### src/soc_pkg.sv
`default_nettype none

package soc_pkg;

    // Bus geometry
    localparam int WORD_W     = 32;
    localparam int WORD_BYTES = WORD_W / 8;

    // Internal reset stretch on cpu_clk_i
    localparam int RESET_CYCLES = 12;

    // Memory map, top nibble selects the region
    localparam logic [3:0] REGION_BIOS = 4'h0;
    localparam logic [3:0] REGION_RAM  = 4'h1;
    localparam logic [3:0] REGION_VRAM = 4'h2;

    localparam logic [WORD_W-1:0] ADDR_DISPLAY = 32'hFF00_0000;
    localparam logic [WORD_W-1:0] ADDR_SWITCH  = 32'hFF00_0004;
    localparam logic [WORD_W-1:0] ADDR_KBD     = 32'hFF00_0008;

    // RAM, word index from offset bits 11:2
    localparam int RAM_WORDS = 1024;
    localparam int RAM_AW    = $clog2(RAM_WORDS);

    // Keyboard event FIFO
    localparam int KBD_EVENT_W    = 9;
    localparam int KBD_FIFO_DEPTH = 16;
    localparam int KBD_FIFO_AW    = $clog2(KBD_FIFO_DEPTH);
    localparam int KBD_COUNT_W    = KBD_FIFO_AW + 1;

    // PS/2 framing
    localparam logic [7:0] PS2_BREAK_CODE  = 8'hF0;
    localparam int         PS2_FRAME_BITS  = 11;
    localparam int         PS2_BIT_CNT_W   = $clog2(PS2_FRAME_BITS);
    localparam int         PS2_IDLE_CYCLES = 4096;
    localparam int         PS2_IDLE_W      = $clog2(PS2_IDLE_CYCLES);

    // Display scan rate
    localparam int SEG_SCAN_DIV = 1000;
    localparam int SEG_DIV_W    = $clog2(SEG_SCAN_DIV);

    // Bus address seen as one word or as region plus offset
    typedef union packed {
        logic [WORD_W-1:0] word;
        struct packed {
            logic [3:0]  region;
            logic [27:0] offset;
        } field;
    } bus_addr_u;

endpackage

`default_nettype wire

### src/seg_display.sv
`timescale 1ns/1ps
`default_nettype none

module seg_display
    import soc_pkg::*;
    (
        input  wire logic                  cpu_clk_i,
        input  wire logic                  reset_i,
        input  wire logic [WORD_W-1:0]     write_data_i,
        input  wire logic [WORD_BYTES-1:0] write_mask_i,
        output logic [WORD_W-1:0]          read_data_o,
        output logic [7:0]                 dsp_anode_o,
        output logic [7:0]                 dsp_cathode_o
    );

logic [WORD_W-1:0]    value_r;
logic [SEG_DIV_W-1:0] div_cnt_r;
logic [2:0]           digit_r;
logic [3:0]           nibble_w;

// Active-low segments, bit 6 is g down to bit 0 is a
function automatic logic [6:0] hex_segments(input logic [3:0] nibble);
    logic [6:0] seg;
    case (nibble)
        4'h0:    seg = 7'b100_0000;
        4'h1:    seg = 7'b111_1001;
        4'h2:    seg = 7'b010_0100;
        4'h3:    seg = 7'b011_0000;
        4'h4:    seg = 7'b001_1001;
        4'h5:    seg = 7'b001_0010;
        4'h6:    seg = 7'b000_0010;
        4'h7:    seg = 7'b111_1000;
        4'h8:    seg = 7'b000_0000;
        4'h9:    seg = 7'b001_0000;
        4'hA:    seg = 7'b000_1000;
        4'hB:    seg = 7'b000_0011;
        4'hC:    seg = 7'b100_0110;
        4'hD:    seg = 7'b010_0001;
        4'hE:    seg = 7'b000_0110;
        default: seg = 7'b000_1110;
    endcase
    return seg;
endfunction

always_ff @(posedge cpu_clk_i) begin
    if (reset_i) begin
        value_r <= '0;
    end else begin
        for (int i = 0; i < WORD_BYTES; i++) begin
            if (write_mask_i[i]) begin
                value_r[i*8 +: 8] <= write_data_i[i*8 +: 8];
            end
        end
    end
end

assign read_data_o = value_r;

// Scan divider, one digit per SEG_SCAN_DIV cycles
always_ff @(posedge cpu_clk_i) begin
    if (reset_i) begin
        div_cnt_r <= '0;
        digit_r   <= '0;
    end else if (div_cnt_r == SEG_DIV_W'(SEG_SCAN_DIV - 1)) begin
        div_cnt_r <= '0;
        digit_r   <= digit_r + 1'b1;
    end else begin
        div_cnt_r <= div_cnt_r + 1'b1;
    end
end

assign nibble_w      = value_r[{digit_r, 2'b00} +: 4];
assign dsp_anode_o   = ~(8'b0000_0001 << digit_r);
// Decimal point stays dark
assign dsp_cathode_o = {1'b1, hex_segments(nibble_w)};

a_one_anode: assert property (@(posedge cpu_clk_i) disable iff (reset_i)
    $onehot(~dsp_anode_o));

endmodule

`default_nettype wire

### config.mk
export PLATFORM = sky130hd
export DESIGN_NAME = seg_display
export DESIGN_NICKNAME = d
export VERILOG_FILES = /design/src/soc_pkg.sv /design/src/seg_display.sv
export SDC_FILE = /design/constraint.sdc
export NUM_CORES = 1
export LEC_CHECK = 0
export ABC_AREA = 1
export BUFFER_PORTS_ARGS = -buffer_cell sky130_fd_sc_hd__buf_2
export CORE_MARGIN = 4
export CORE_UTILIZATION = 45
export DETAILED_ROUTE_END_ITERATION = 10
export GPL_TIMING_DRIVEN = 1
export PLACE_DENSITY = 0.8
export SLEW_MARGIN = 20
export SYNTH_ARGS = -nofsm -noshare
export SYNTH_HDL_FRONTEND = slang
export SYNTH_SLANG_ARGS = --single-unit
### constraint.sdc
create_clock -name cpu_clk_i -period 1.95 [get_ports cpu_clk_i]
set_clock_uncertainty 0.2 [all_clocks]
set_input_delay 0.39 -clock cpu_clk_i [delete_from_list [all_inputs] [get_ports cpu_clk_i]]
set_output_delay 0.39 -clock cpu_clk_i [all_outputs]
set_load 0.03 [all_outputs]
==> run metrics <==
CP Cell Sequence buf_8, buf_4, nor2_1, nor2_1, nand2_2, nand3_4, nand2_4, nor2_4, nand2_2, nand2_4, buf_6; TritonCTS clock tree done; failing checks negative setup slack; startpoint of the lowest-slack register-to-register path div_cnt_r[0]; largest net degree at the start of global routing 19; antenna violations before repair 0; result of the run finished with violations; endpoint with the worst hold slack read_data_o[19]; total gr overflow 0; Routed Antenna Nets 0; sw frac 31.3%; gr busiest metal met2; final hold violation count 0; cell area reported after detailed placement 3310 um2; total global-route track usage 22.7%; Yosys cell types 32; critical path type reg2out; final instance area 3950 um2; layout cells sized above 1 51.8%; cell at the slowest stage of the critical path sky130_fd_sc_hd__dfxtp_4; Top-Level Pins 86; first-pass GRT wire length 11800 um; power density of the placed cells 593 nW/um2; Post-Syn Area 2470 um2; Setup violations, final 12; MaxCap Viol Count 0; Top delay family on crit path simple AND/OR/NAND/NOR gates; Arr. time, crit path 1.91 ns; count of pins over their slew limit 0; part of the power in the clock network 31.5%; critical path buffer and inverter count 3; count of yosys warnings during synthesis 0; aggregate routed wire length 8200 um; prevailing post-synth register cell sky130_fd_sc_hd__dfxtp_1; DP Wirelength 5330 um; delay contributed by the slowest stage of the critical path 0.43 ns; switching pwr 735 uW; total of buffers placed on input and output ports 84; number of rows in the core area 26; starting density of the core 47.5%; clock latency at the later pin of the worst-skew pair 0.30 ns; Post-Syn Nets 403; clock transition at the registers of the reported paths 0.09 ns; Die Span X 82.1 um; RR Endpoint div_cnt_r[7]; critical path required time 1.36 ns; GP Congestion 0.889; post-route clock period utilization 128%; launching element type of the critical path flip-flop; static leakage 0.00182 uW; largest fanout of any net on the critical path 7; cell count of the worst reg-to-reg path 7; final layout net count 527; number of cells produced by synthesis 352; RSZ-0062 raised after global routing yes; kind of end point of the critical path output port; DRT Pass-1 Iters 4; flop and latch count out of synthesis 45; average cell area after synthesis 7.02 um2; number of vias in the routed layout 2829; global routing usage on met2 43.0%; total power consumption of the routed design 2340 uW; hold wc startpoint write_data_i[19]; Period minus WS final 2.50 ns; number of enable-type register cells in the synthesized netlist 0; ANT cells 0; via count of the first global-routing pass 2691; post-route DRC violation count 0; WHS Path Cells 3; quantity of hold-fixing buffers added after cts 0; Pint 1610 uW; Iteration-0 DRC Markers 154; Die Footprint 6740 um2; placeable core area 5200 um2; maximum clock rate 0.401 GHz; final sum of negative setup slack -3.75 ns; synthesis-to-finish area growth 59.9%; met1 Resource Use GR 25.3%; peak supply drop 0.000526 V; worst slack on hold paths 0.127 ns; Root Buffer Master sky130_fd_sc_hd__clkbuf_8; average detailed-routed wire length per instance 15.0 um; Max Root-Sink Buffers 2; global routing usage on met3 3.69%; FFs w/ async S/R, synth 0%; clock buffers created by TritonCTS 5; register-to-register path setup slack 0.24 ns; path class of the lowest-slack min-delay path in2reg; H-Tree Depth 2; detail-routed via count per cell 5.17; clock sink count 45; Final Worst Setup Slack -0.546 ns; Vert. Die Dim 82.1 um; power share of the sequential group 42.8%; share of synthesized area occupied by flip-flops and latches 36.5%; combinational group share of total power 25.6%
[metal layers]
| layer | part of all wire (%) | up-vias |
|---|---|---|
| met2 | 54 | 101 |
| met1 | 38 | 1328 |
| met4 | 2.7 | 0 |
| met5 | 0 | - |
| li1 | - | 1378 |
| met3 | 5.1 | 22 |
[area by class of cell]
| type | instances | area [um2] |
|---|---|---|
| inverters | 46 | 190 |
| clock inverters | 2 | 37.5 |
| flip-flops and latches | 45 | 915 |
| fillers | 359 | 1250 |
| well taps | 70 | 87.6 |
| clock buffers | 6 | 82.6 |
| repair buffers | 129 | 880 |
| multi-input cells | 249 | 1760 |
[registers in the layout (all words and copies together), names as in the netlist]
name,cells
digit_r,3
div_cnt_r,10
read_data_o,32
[Yosys cell counts (2+ instances only)]
| master | count | area (um2) |
|---|---|---|
| sky130_fd_sc_hd__nand2_2 | 4 | 25.0 |
| sky130_fd_sc_hd__nand4_1 | 2 | 12.5 |
| sky130_fd_sc_hd__nand2_1 | 75 | 282 |
| sky130_fd_sc_hd__o21ai_1 | 3 | 15.0 |
| sky130_fd_sc_hd__nand3_1 | 24 | 120 |
| sky130_fd_sc_hd__nor3_2 | 2 | 20.0 |
| sky130_fd_sc_hd__buf_4 | 2 | 15.0 |
| sky130_fd_sc_hd__nand3_2 | 9 | 90.1 |
| sky130_fd_sc_hd__dfxtp_1 | 45 | 901 |
| sky130_fd_sc_hd__nor2_1 | 33 | 124 |
| sky130_fd_sc_hd__a21oi_1 | 33 | 165 |
| sky130_fd_sc_hd__inv_2 | 2 | 7.51 |
| sky130_fd_sc_hd__inv_1 | 43 | 161 |
| sky130_fd_sc_hd__clkbuf_1 | 7 | 26.3 |
| sky130_fd_sc_hd__o21ai_0 | 36 | 180 |
| sky130_fd_sc_hd__buf_6 | 2 | 22.5 |
| sky130_fd_sc_hd__ha_1 | 13 | 163 |
| sky130_fd_sc_hd__nand3b_1 | 2 | 15.0 |
| sky130_fd_sc_hd__nand2_4 | 2 | 22.5 |
[worst max path at each step]
stage | startpoint | depth (start not counted) | to | slack (ns)
after global routing | digit_r[0] | 10 | dsp_cathode_o[3] | -0.61
after detailed placement | digit_r[0] | 11 | dsp_cathode_o[3] | -0.27
after global placement | digit_r[0] | 10 | dsp_cathode_o[0] | -0.20
after CTS | digit_r[0] | 12 | dsp_cathode_o[5] | -0.49
final | digit_r[0] | 11 | dsp_cathode_o[6] | -0.55
after floorplan | digit_r[0] | 11 | dsp_cathode_o[2] | -0.13
[worst register-to-register path: stages (launching register included)]
cell and delay (ns):
sky130_fd_sc_hd__dfxtp_1 0.41, sky130_fd_sc_hd__ha_1 0.22, sky130_fd_sc_hd__nand2_1 0.06, sky130_fd_sc_hd__nor2_1 0.15, sky130_fd_sc_hd__nand3_2 0.17, sky130_fd_sc_hd__nand2_2 0.23, sky130_fd_sc_hd__a21oi_1 0.07, sky130_fd_sc_hd__o21a_1 0.10
[power by group through the flow]
stage,combinational (uW),sequential [uW],clock [uW]
4_1_cts,558,1000,746
5_1_grt,647,1010,794
3_5_place_dp,505,1020,0
3_3_place_gp,496,1020,0
6_report,601,1000,740
2_1_floorplan,240,1110,0
[layout by cell type (no fill, tap or decap), types with 2 or more instances in the layout]
| cell | netlist | final |
|---|---|---|
| sky130_fd_sc_hd__a21oi_1 | 33 | 33 |
| sky130_fd_sc_hd__buf_2 | 1 | 70 |
| sky130_fd_sc_hd__buf_4 | 2 | 38 |
| sky130_fd_sc_hd__buf_6 | 2 | 19 |
| sky130_fd_sc_hd__buf_8 | 1 | 2 |
| sky130_fd_sc_hd__clkbuf_8 | 0 | 6 |
| sky130_fd_sc_hd__dfxtp_1 | 45 | 36 |
| sky130_fd_sc_hd__dfxtp_2 | 0 | 8 |
| sky130_fd_sc_hd__ha_1 | 13 | 4 |
| sky130_fd_sc_hd__ha_4 | 0 | 8 |
| sky130_fd_sc_hd__inv_1 | 43 | 40 |
| sky130_fd_sc_hd__inv_2 | 2 | 2 |
| sky130_fd_sc_hd__inv_6 | 0 | 3 |
| sky130_fd_sc_hd__nand2_1 | 75 | 35 |
| sky130_fd_sc_hd__nand2_2 | 4 | 33 |
| sky130_fd_sc_hd__nand2_4 | 2 | 13 |
| sky130_fd_sc_hd__nand3_1 | 24 | 5 |
| sky130_fd_sc_hd__nand3_2 | 9 | 23 |
| sky130_fd_sc_hd__nand3_4 | 1 | 6 |
| sky130_fd_sc_hd__nand3b_1 | 2 | 2 |
| sky130_fd_sc_hd__nand4_1 | 2 | 2 |
| sky130_fd_sc_hd__nor2_1 | 33 | 29 |
| sky130_fd_sc_hd__nor2_2 | 1 | 3 |
| sky130_fd_sc_hd__nor2_4 | 0 | 2 |
| sky130_fd_sc_hd__nor3_2 | 2 | 2 |
| sky130_fd_sc_hd__o21ai_0 | 36 | 36 |
| sky130_fd_sc_hd__o21ai_2 | 0 | 2 |
[metrics by stage]
stage	setup slack, ns	util (%)	std cells
after floorplan	-0.127	-	352
after global placement	-0.201	63.5	529
after global routing	-0.611	75.9	547
after detailed placement	-0.267	63.5	529
final	-0.546	75.9	547
after CTS	-0.486	71.7	543
[cell families (layout without fill, tap and decap cells)]
| kind of cell | count (synthesis) | after routing | share of synthesized area, % |
|---|---|---|---|
| other | 1 | 1 | 0.152 |
| AND/OR/NAND/NOR | 159 | 160 | 30.7 |
| buffers and inverters | 59 | 183 | 10.5 |
| AO/OA/AOI/OAI | 73 | 73 | 14.9 |
| flip-flops | 45 | 45 | 36.5 |
| XOR/XNOR | 2 | 2 | 0.709 |
| adder cells (fa/ha/maj) | 13 | 13 | 6.58 |
[what timing repair did]
action                     4_1_cts  5_1_grt
cloned                           2        0
gates resized for setup         71       50
buffers inserted                 4        4
pin swaps                       22       24
setup endpoints to repair       15       15
(Power assumes the default switching activity.)
