### src/soc_pkg.sv
`default_nettype none

package soc_pkg;

    // Bus geometry
    localparam int WORD_W     = 32;
    localparam int WORD_BYTES = WORD_W / 8;

    // Internal reset stretch on cpu_clk_i
    localparam int RESET_CYCLES = 12;

    // Memory map, top nibble selects the region
    localparam logic [3:0] REGION_BIOS = 4'h0;
    localparam logic [3:0] REGION_RAM  = 4'h1;
    localparam logic [3:0] REGION_VRAM = 4'h2;

    localparam logic [WORD_W-1:0] ADDR_DISPLAY = 32'hFF00_0000;
    localparam logic [WORD_W-1:0] ADDR_SWITCH  = 32'hFF00_0004;
    localparam logic [WORD_W-1:0] ADDR_KBD     = 32'hFF00_0008;

    // RAM, word index from offset bits 11:2
    localparam int RAM_WORDS = 1024;
    localparam int RAM_AW    = $clog2(RAM_WORDS);

    // Keyboard event FIFO
    localparam int KBD_EVENT_W    = 9;
    localparam int KBD_FIFO_DEPTH = 16;
    localparam int KBD_FIFO_AW    = $clog2(KBD_FIFO_DEPTH);
    localparam int KBD_COUNT_W    = KBD_FIFO_AW + 1;

    // PS/2 framing
    localparam logic [7:0] PS2_BREAK_CODE  = 8'hF0;
    localparam int         PS2_FRAME_BITS  = 11;
    localparam int         PS2_BIT_CNT_W   = $clog2(PS2_FRAME_BITS);
    localparam int         PS2_IDLE_CYCLES = 4096;
    localparam int         PS2_IDLE_W      = $clog2(PS2_IDLE_CYCLES);

    // Display scan rate
    localparam int SEG_SCAN_DIV = 1000;
    localparam int SEG_DIV_W    = $clog2(SEG_SCAN_DIV);

    // Bus address seen as one word or as region plus offset
    typedef union packed {
        logic [WORD_W-1:0] word;
        struct packed {
            logic [3:0]  region;
            logic [27:0] offset;
        } field;
    } bus_addr_u;

endpackage

`default_nettype wire

### src/kbd_controller.sv
`timescale 1ns/1ps
`default_nettype none

module kbd_controller
    import soc_pkg::*;
    (
        input  wire logic             cpu_clk_i,
        input  wire logic             reset_i,
        input  wire logic             ps2_clk_async_i,
        input  wire logic             ps2_data_async_i,
        input  wire logic             read_enable_i,
        output logic [KBD_EVENT_W-1:0] read_data_o,
        output logic                  read_valid_o,
        output logic                  irq_o
    );

logic [7:0]             rx_byte_w;
logic                   rx_valid_w;

logic                   release_r;
logic [KBD_EVENT_W-1:0] fifo_mem_r [KBD_FIFO_DEPTH];
logic [KBD_FIFO_AW-1:0] wr_ptr_r;
logic [KBD_FIFO_AW-1:0] rd_ptr_r;
logic [KBD_COUNT_W-1:0] count_r;

logic                   is_break_w;
logic                   fifo_empty_w;
logic                   fifo_full_w;
logic                   push_w;
logic                   pop_w;

ps2_receiver i_rx (
    .cpu_clk_i        (cpu_clk_i),
    .reset_i          (reset_i),
    .ps2_clk_async_i  (ps2_clk_async_i),
    .ps2_data_async_i (ps2_data_async_i),
    .byte_o           (rx_byte_w),
    .byte_valid_o     (rx_valid_w)
);

assign is_break_w   = (rx_byte_w == PS2_BREAK_CODE);
assign fifo_empty_w = (count_r == '0);
assign fifo_full_w  = (count_r == KBD_COUNT_W'(KBD_FIFO_DEPTH));

// Newest event is dropped when full
assign push_w = rx_valid_w & ~is_break_w & ~fifo_full_w;
assign pop_w  = read_enable_i & ~fifo_empty_w;
assign irq_o  = ~fifo_empty_w;

// Break prefix marks the next code as a release
always_ff @(posedge cpu_clk_i) begin
    if (reset_i) begin
        release_r <= 1'b0;
    end else if (rx_valid_w) begin
        release_r <= is_break_w;
    end
end

always_ff @(posedge cpu_clk_i) begin
    if (push_w) begin
        fifo_mem_r[wr_ptr_r] <= {release_r, rx_byte_w};
    end
end

always_ff @(posedge cpu_clk_i) begin
    if (reset_i) begin
        wr_ptr_r     <= '0;
        rd_ptr_r     <= '0;
        count_r      <= '0;
        read_data_o  <= '0;
        read_valid_o <= 1'b0;
    end else begin
        if (push_w) begin
            wr_ptr_r <= wr_ptr_r + 1'b1;
        end
        if (pop_w) begin
            rd_ptr_r <= rd_ptr_r + 1'b1;
        end
        if (push_w && !pop_w) begin
            count_r <= count_r + 1'b1;
        end else if (pop_w && !push_w) begin
            count_r <= count_r - 1'b1;
        end
        // Each bus read cycle takes the head, or zero when empty
        if (read_enable_i) begin
            read_data_o  <= fifo_empty_w ? '0 : fifo_mem_r[rd_ptr_r];
            read_valid_o <= ~fifo_empty_w;
        end
    end
end

a_count_bounded: assert property (@(posedge cpu_clk_i) disable iff (reset_i)
    count_r <= KBD_COUNT_W'(KBD_FIFO_DEPTH));

endmodule

`default_nettype wire

### src/ps2_receiver.sv
`timescale 1ns/1ps
`default_nettype none

module ps2_receiver
    import soc_pkg::*;
    (
        input  wire logic       cpu_clk_i,
        input  wire logic       reset_i,
        input  wire logic       ps2_clk_async_i,
        input  wire logic       ps2_data_async_i,
        output logic [7:0]      byte_o,
        output logic            byte_valid_o
    );

// Clock line: [0] first flop, [1] synchronized, [2] previous sample
logic [2:0]                clk_sync_r;
logic [1:0]                data_sync_r;
logic                      clk_fall_w;

logic [PS2_FRAME_BITS-1:0] shift_r;
logic [PS2_BIT_CNT_W-1:0]  bit_cnt_r;
logic [PS2_IDLE_W-1:0]     idle_cnt_r;
logic                      frame_done_r;
logic                      frame_ok_r;

always_ff @(posedge cpu_clk_i) begin
    if (reset_i) begin
        // Idle PS/2 clock is high, so no false edge out of reset
        clk_sync_r <= '1;
    end else begin
        clk_sync_r <= {clk_sync_r[1:0], ps2_clk_async_i};
    end
end

always_ff @(posedge cpu_clk_i) begin
    data_sync_r <= {data_sync_r[0], ps2_data_async_i};
end

assign clk_fall_w = clk_sync_r[2] & ~clk_sync_r[1];

// Frame bits arrive LSB first, start bit ends up in bit 0
always_ff @(posedge cpu_clk_i) begin
    if (clk_fall_w) begin
        shift_r <= {data_sync_r[1], shift_r[PS2_FRAME_BITS-1:1]};
    end
end

// Bit counter with idle timeout on a partial frame
always_ff @(posedge cpu_clk_i) begin
    if (reset_i) begin
        bit_cnt_r    <= '0;
        idle_cnt_r   <= '0;
        frame_done_r <= 1'b0;
    end else begin
        frame_done_r <= 1'b0;
        if (clk_fall_w) begin
            idle_cnt_r <= '0;
            if (bit_cnt_r == PS2_BIT_CNT_W'(PS2_FRAME_BITS - 1)) begin
                bit_cnt_r    <= '0;
                frame_done_r <= 1'b1;
            end else begin
                bit_cnt_r <= bit_cnt_r + 1'b1;
            end
        end else if (bit_cnt_r != '0) begin
            if (idle_cnt_r == PS2_IDLE_W'(PS2_IDLE_CYCLES - 1)) begin
                // Device stopped clocking mid-frame
                bit_cnt_r  <= '0;
                idle_cnt_r <= '0;
            end else begin
                idle_cnt_r <= idle_cnt_r + 1'b1;
            end
        end
    end
end

// Start low, stop high, odd parity over data and parity bit
always_ff @(posedge cpu_clk_i) begin
    if (reset_i) begin
        frame_ok_r   <= 1'b0;
        byte_valid_o <= 1'b0;
    end else begin
        frame_ok_r   <= frame_done_r & ~shift_r[0] & shift_r[10] & (^shift_r[9:1]);
        byte_valid_o <= frame_ok_r;
    end
end

always_ff @(posedge cpu_clk_i) begin
    if (frame_done_r) begin
        byte_o <= shift_r[8:1];
    end
end

endmodule

`default_nettype wire

### config.mk
export PLATFORM = sky130hd
export DESIGN_NAME = kbd_controller
export DESIGN_NICKNAME = d
export VERILOG_FILES = /design/src/soc_pkg.sv /design/src/kbd_controller.sv /design/src/ps2_receiver.sv
export SDC_FILE = /design/constraint.sdc
export NUM_CORES = 1
export LEC_CHECK = 0
export BUFFER_PORTS_ARGS = -buffer_cell sky130_fd_sc_hd__buf_4
export CAP_MARGIN = 40
export CORE_MARGIN = 2
export CORE_UTILIZATION = 51
export CTS_CLUSTER_DIAMETER = 60
export DETAILED_ROUTE_END_ITERATION = 10
export GPL_ROUTABILITY_DRIVEN = 0
export PLACE_DENSITY = 0.67
export REMOVE_ABC_BUFFERS = 1
export SYNTH_ARGS = -nofsm -noshare
export SYNTH_HDL_FRONTEND = slang
export SYNTH_SLANG_ARGS = --single-unit
### constraint.sdc
create_clock -name cpu_clk_i -period 8.1 [get_ports cpu_clk_i]
set_input_delay 0 -clock cpu_clk_i [delete_from_list [all_inputs] [get_ports cpu_clk_i]]
set_output_delay 0 -clock cpu_clk_i [all_outputs]
set_load 0.02 [all_outputs]
==> qor.yml <==
placed_design:
  numPlacedInstances: 727
  port_buffers: 15
  hpwl_um: 9610
final_layout:
  finalNetCount: 556
  antennaDiodeCount: 0
  syn_to_final_growth_pct: 13.2
  layout-drive-gt1-share_pct: 15.4
  instances_no_fill: 773
grt:
  overflow: 0
  grt_use_total_pct: 18.5
  grt_pass1_vias: 4496
  use_met2_pct: 31.3
  grt_pass1_wl_um: 25200
  use_met1_pct: 25.6
  grt_busiest_layer: "met2"
  antenna_found_initial: 0
  grt_max_degree: 37
  met3_usage_pct: 3.02
worst_setup_path:
  setup.worst_path.class: "reg -> reg"
  timing.rr.start: "i_rx.byte_o[1]"
  critPathMaxFanout: 18
  r2r_cells: 10
  r2r_end: "count_r[4]"
  endpoint_kind: "flip-flop"
  cp.required_ns: 8.48
  rrSetupSlack_ns: 4.55
  worstSetupStartpointType: "flip-flop"
  arrival_ns: 3.93
floorplan:
  core_area_mm2: 0.0166
  initial_core_util_pct: 52.0
  fp.dieArea_mm2: 0.0180
  fp.dieW_um: 134
  dieHeight_um: 134
  io-pin-count: 16
  rows: 47
worst_hold_path:
  hold_end: "i_rx.data_sync_r[0]"
  worstHoldPathType: "in -> reg"
  hold_depth: 2
  hp-start: "ps2_data_async_i"
sta:
  finalSetupViolCount: 0
  hold_violations: 0
  tightestPinTransition_ns: 0.755
  hold_ws_ns: 0.155
  worst_clock_skew_ns: 0.0111
  timing.final.crit_share_pct: 43.8
  max_freq_mhz: 282
  rsz0062_at_grt: "no"
  maxSlewHeadroom_pct: 49.5
  timing.final.crit_period_ns: 3.55
  slew_violations: 0
  tns_ns: 0
synth:
  ys_warn_count: 0
  synth_cell_types: 54
  syn_avg_cell_area_um2: 17.0
  synth_edf_count: 163
  synthArstFlopShare_pct: 0
  synthTopCellsByArea: "edfxtp_1 57%, dfxtp_1 12%, mux4_1 7.3%"
  yosys.area.top_type: "edfxtp_1"
  synth_top_area_share_pct: 56.8
  synth-seq-cells: 215
  netlist_area_mm2: 0.00862
  synth-seq-area-share_pct: 68.8
  synth.most_common_cell: "edfxtp_1"
  synth_top_cells_by_count: "163 x edfxtp_1, 52 x dfxtp_1, 49 x nor2_1, 24 x mux4_1, 22 x mux2i_1"
  synth_flop_cell: "edfxtp_1"
  syn_inst: 507
clocking:
  path_clk_slew_ns: 0.06
  clockBufferDepth: 3
  cts-buffers-inserted: 22
  clkLatencyLatePin_ns: 0.50
  clockRootBuffer: "clkbuf_16"
  clkSinkCount: 215
  cts_tree: "done"
  htreeDepth: 1
routing:
  drc: 0
  drt-total-wl_um: 16000
  antenna_left: 0
  avgRoutedWirePerCell_um: 20.6
  route.vias.total: 4363
  drt_pre_antenna_iters: 4
  drt_iter0_drc: 361
  via_per_inst: 5.64
power:
  power.density_mw_per_mm2: 278
  power.total_uw: 2720
  power_leakage_uw: 0.00336
  vdd_drop_max_mv: 0.251
flow_run:
  maxCapViolations: 0
run_status:
  outcome: "finished, final reports clean"
[stage by stage]
step | utilization, % | area, µm² | worst slack [ns]
after detailed placement | 53.9 | 8930 | 4.59
after CTS | 58.9 | 9760 | 4.58
after floorplan | - | 8500 | 5.00
after global placement | 53.8 | 8920 | 4.72
after global routing | 58.9 | 9760 | 4.21
final | 58.9 | 9760 | 4.55
[layout by cell type (no fill, tap or decap), drive strengths merged, types with 4 or more instances in the layout]
cell type	n
a211o	9
a21oi	11
and3	18
buf	21
bufinv	4
clkbuf	27
clkinv	8
dfxtp	52
dlygate4sd3	6
edfxtp	163
ha	13
inv	10
mux2i	22
mux4	36
nand2	9
nand3	8
nor2	49
nor2b	6
nor3	4
o21ai	8
o31ai	4
or2	4
or3	4
xnor2	13
xor2	8
[registers in the layout, indices dropped and copies added (netlist names), named ones only]
register / count
fifo_mem_r: 144
i_rx.idle_cnt_r: 12
i_rx.shift_r: 11
read_data_o: 9
i_rx.byte_o: 8
count_r: 5
i_rx.bit_cnt_r: 4
rd_ptr_r: 4
wr_ptr_r: 4
i_rx.clk_sync_r: 3
i_rx.data_sync_r: 2
i_rx.byte_valid_o: 1
i_rx.frame_done_r: 1
i_rx.frame_ok_r: 1
read_valid_o: 1
release_r: 1
[cell type report]
cell class / instances / area (µm²)
clock buffer: 27 / 601
clock inverter: 13 / 170
fill: 1268 / 6820
inverter: 10 / 37.5
multi-input combinational: 261 / 2520
sequential: 215 / 5940
tap: 220 / 275
timing repair buffer: 27 / 218
[worst max-delay path: stages (launching register included)]
cell and delay [ns]:
edfxtp_1 0.61, or4_1 0.67, o21ai_2 0.23, nor2_1 0.23, ha_1 0.29, inv_1 0.17
ha_1 0.31, a21o_1 0.20, a21oi_1 0.18, mux2i_1 0.22, mux2_2 0.34
[how the worst max path moves through the flow]
stage | from | to | slack, ns | cells past startpoint
3_3_place_gp | i_rx.byte_o[1] | count_r[4] | 4.72 | 10
6_report | i_rx.byte_o[1] | count_r[4] | 4.55 | 10
2_1_floorplan | i_rx.byte_o[1] | count_r[4] | 5.00 | 10
3_5_place_dp | i_rx.byte_o[1] | count_r[4] | 4.59 | 10
5_1_grt | i_rx.byte_o[1] | count_r[4] | 4.21 | 10
4_1_cts | i_rx.byte_o[1] | count_r[4] | 4.58 | 10
[routing by layer]
metal	up-vias	routed length [µm]
met1	2167	6950
met2	122	7840
met5	-	0
met4	0	340
met3	29	818
li1	2045	-
[kinds of logic (layout without fill, tap and decap cells)]
group	Yosys count	count (layout)	synth area share, %
AOI/OAI and AO/OA	45	45	4.31
adders and majority gates	14	14	2.12
xor gates and xnor gates	22	22	2.39
DFF	215	215	68.8
buffers and inverters	31	77	1.90
muxes	59	59	13.1
and+or+nand+nor	121	121	7.31
[what timing repair did]
| action | CTS | global route |
|---|---|---|
| hold endpoints to repair | 22 | 0 |
| resized for setup | 0 | 0 |
| setup buffers | 0 | 0 |
| hold buffers | 6 | 0 |
[power breakdown]
group,switching (µW),total (µW),internal [µW]
Sequential,43.1,1250,1210
Combinational,214,409,195
Clock,402,1060,656
Total,658,2720,2060
No activity file was read; power rests on OpenSTA's default activity.
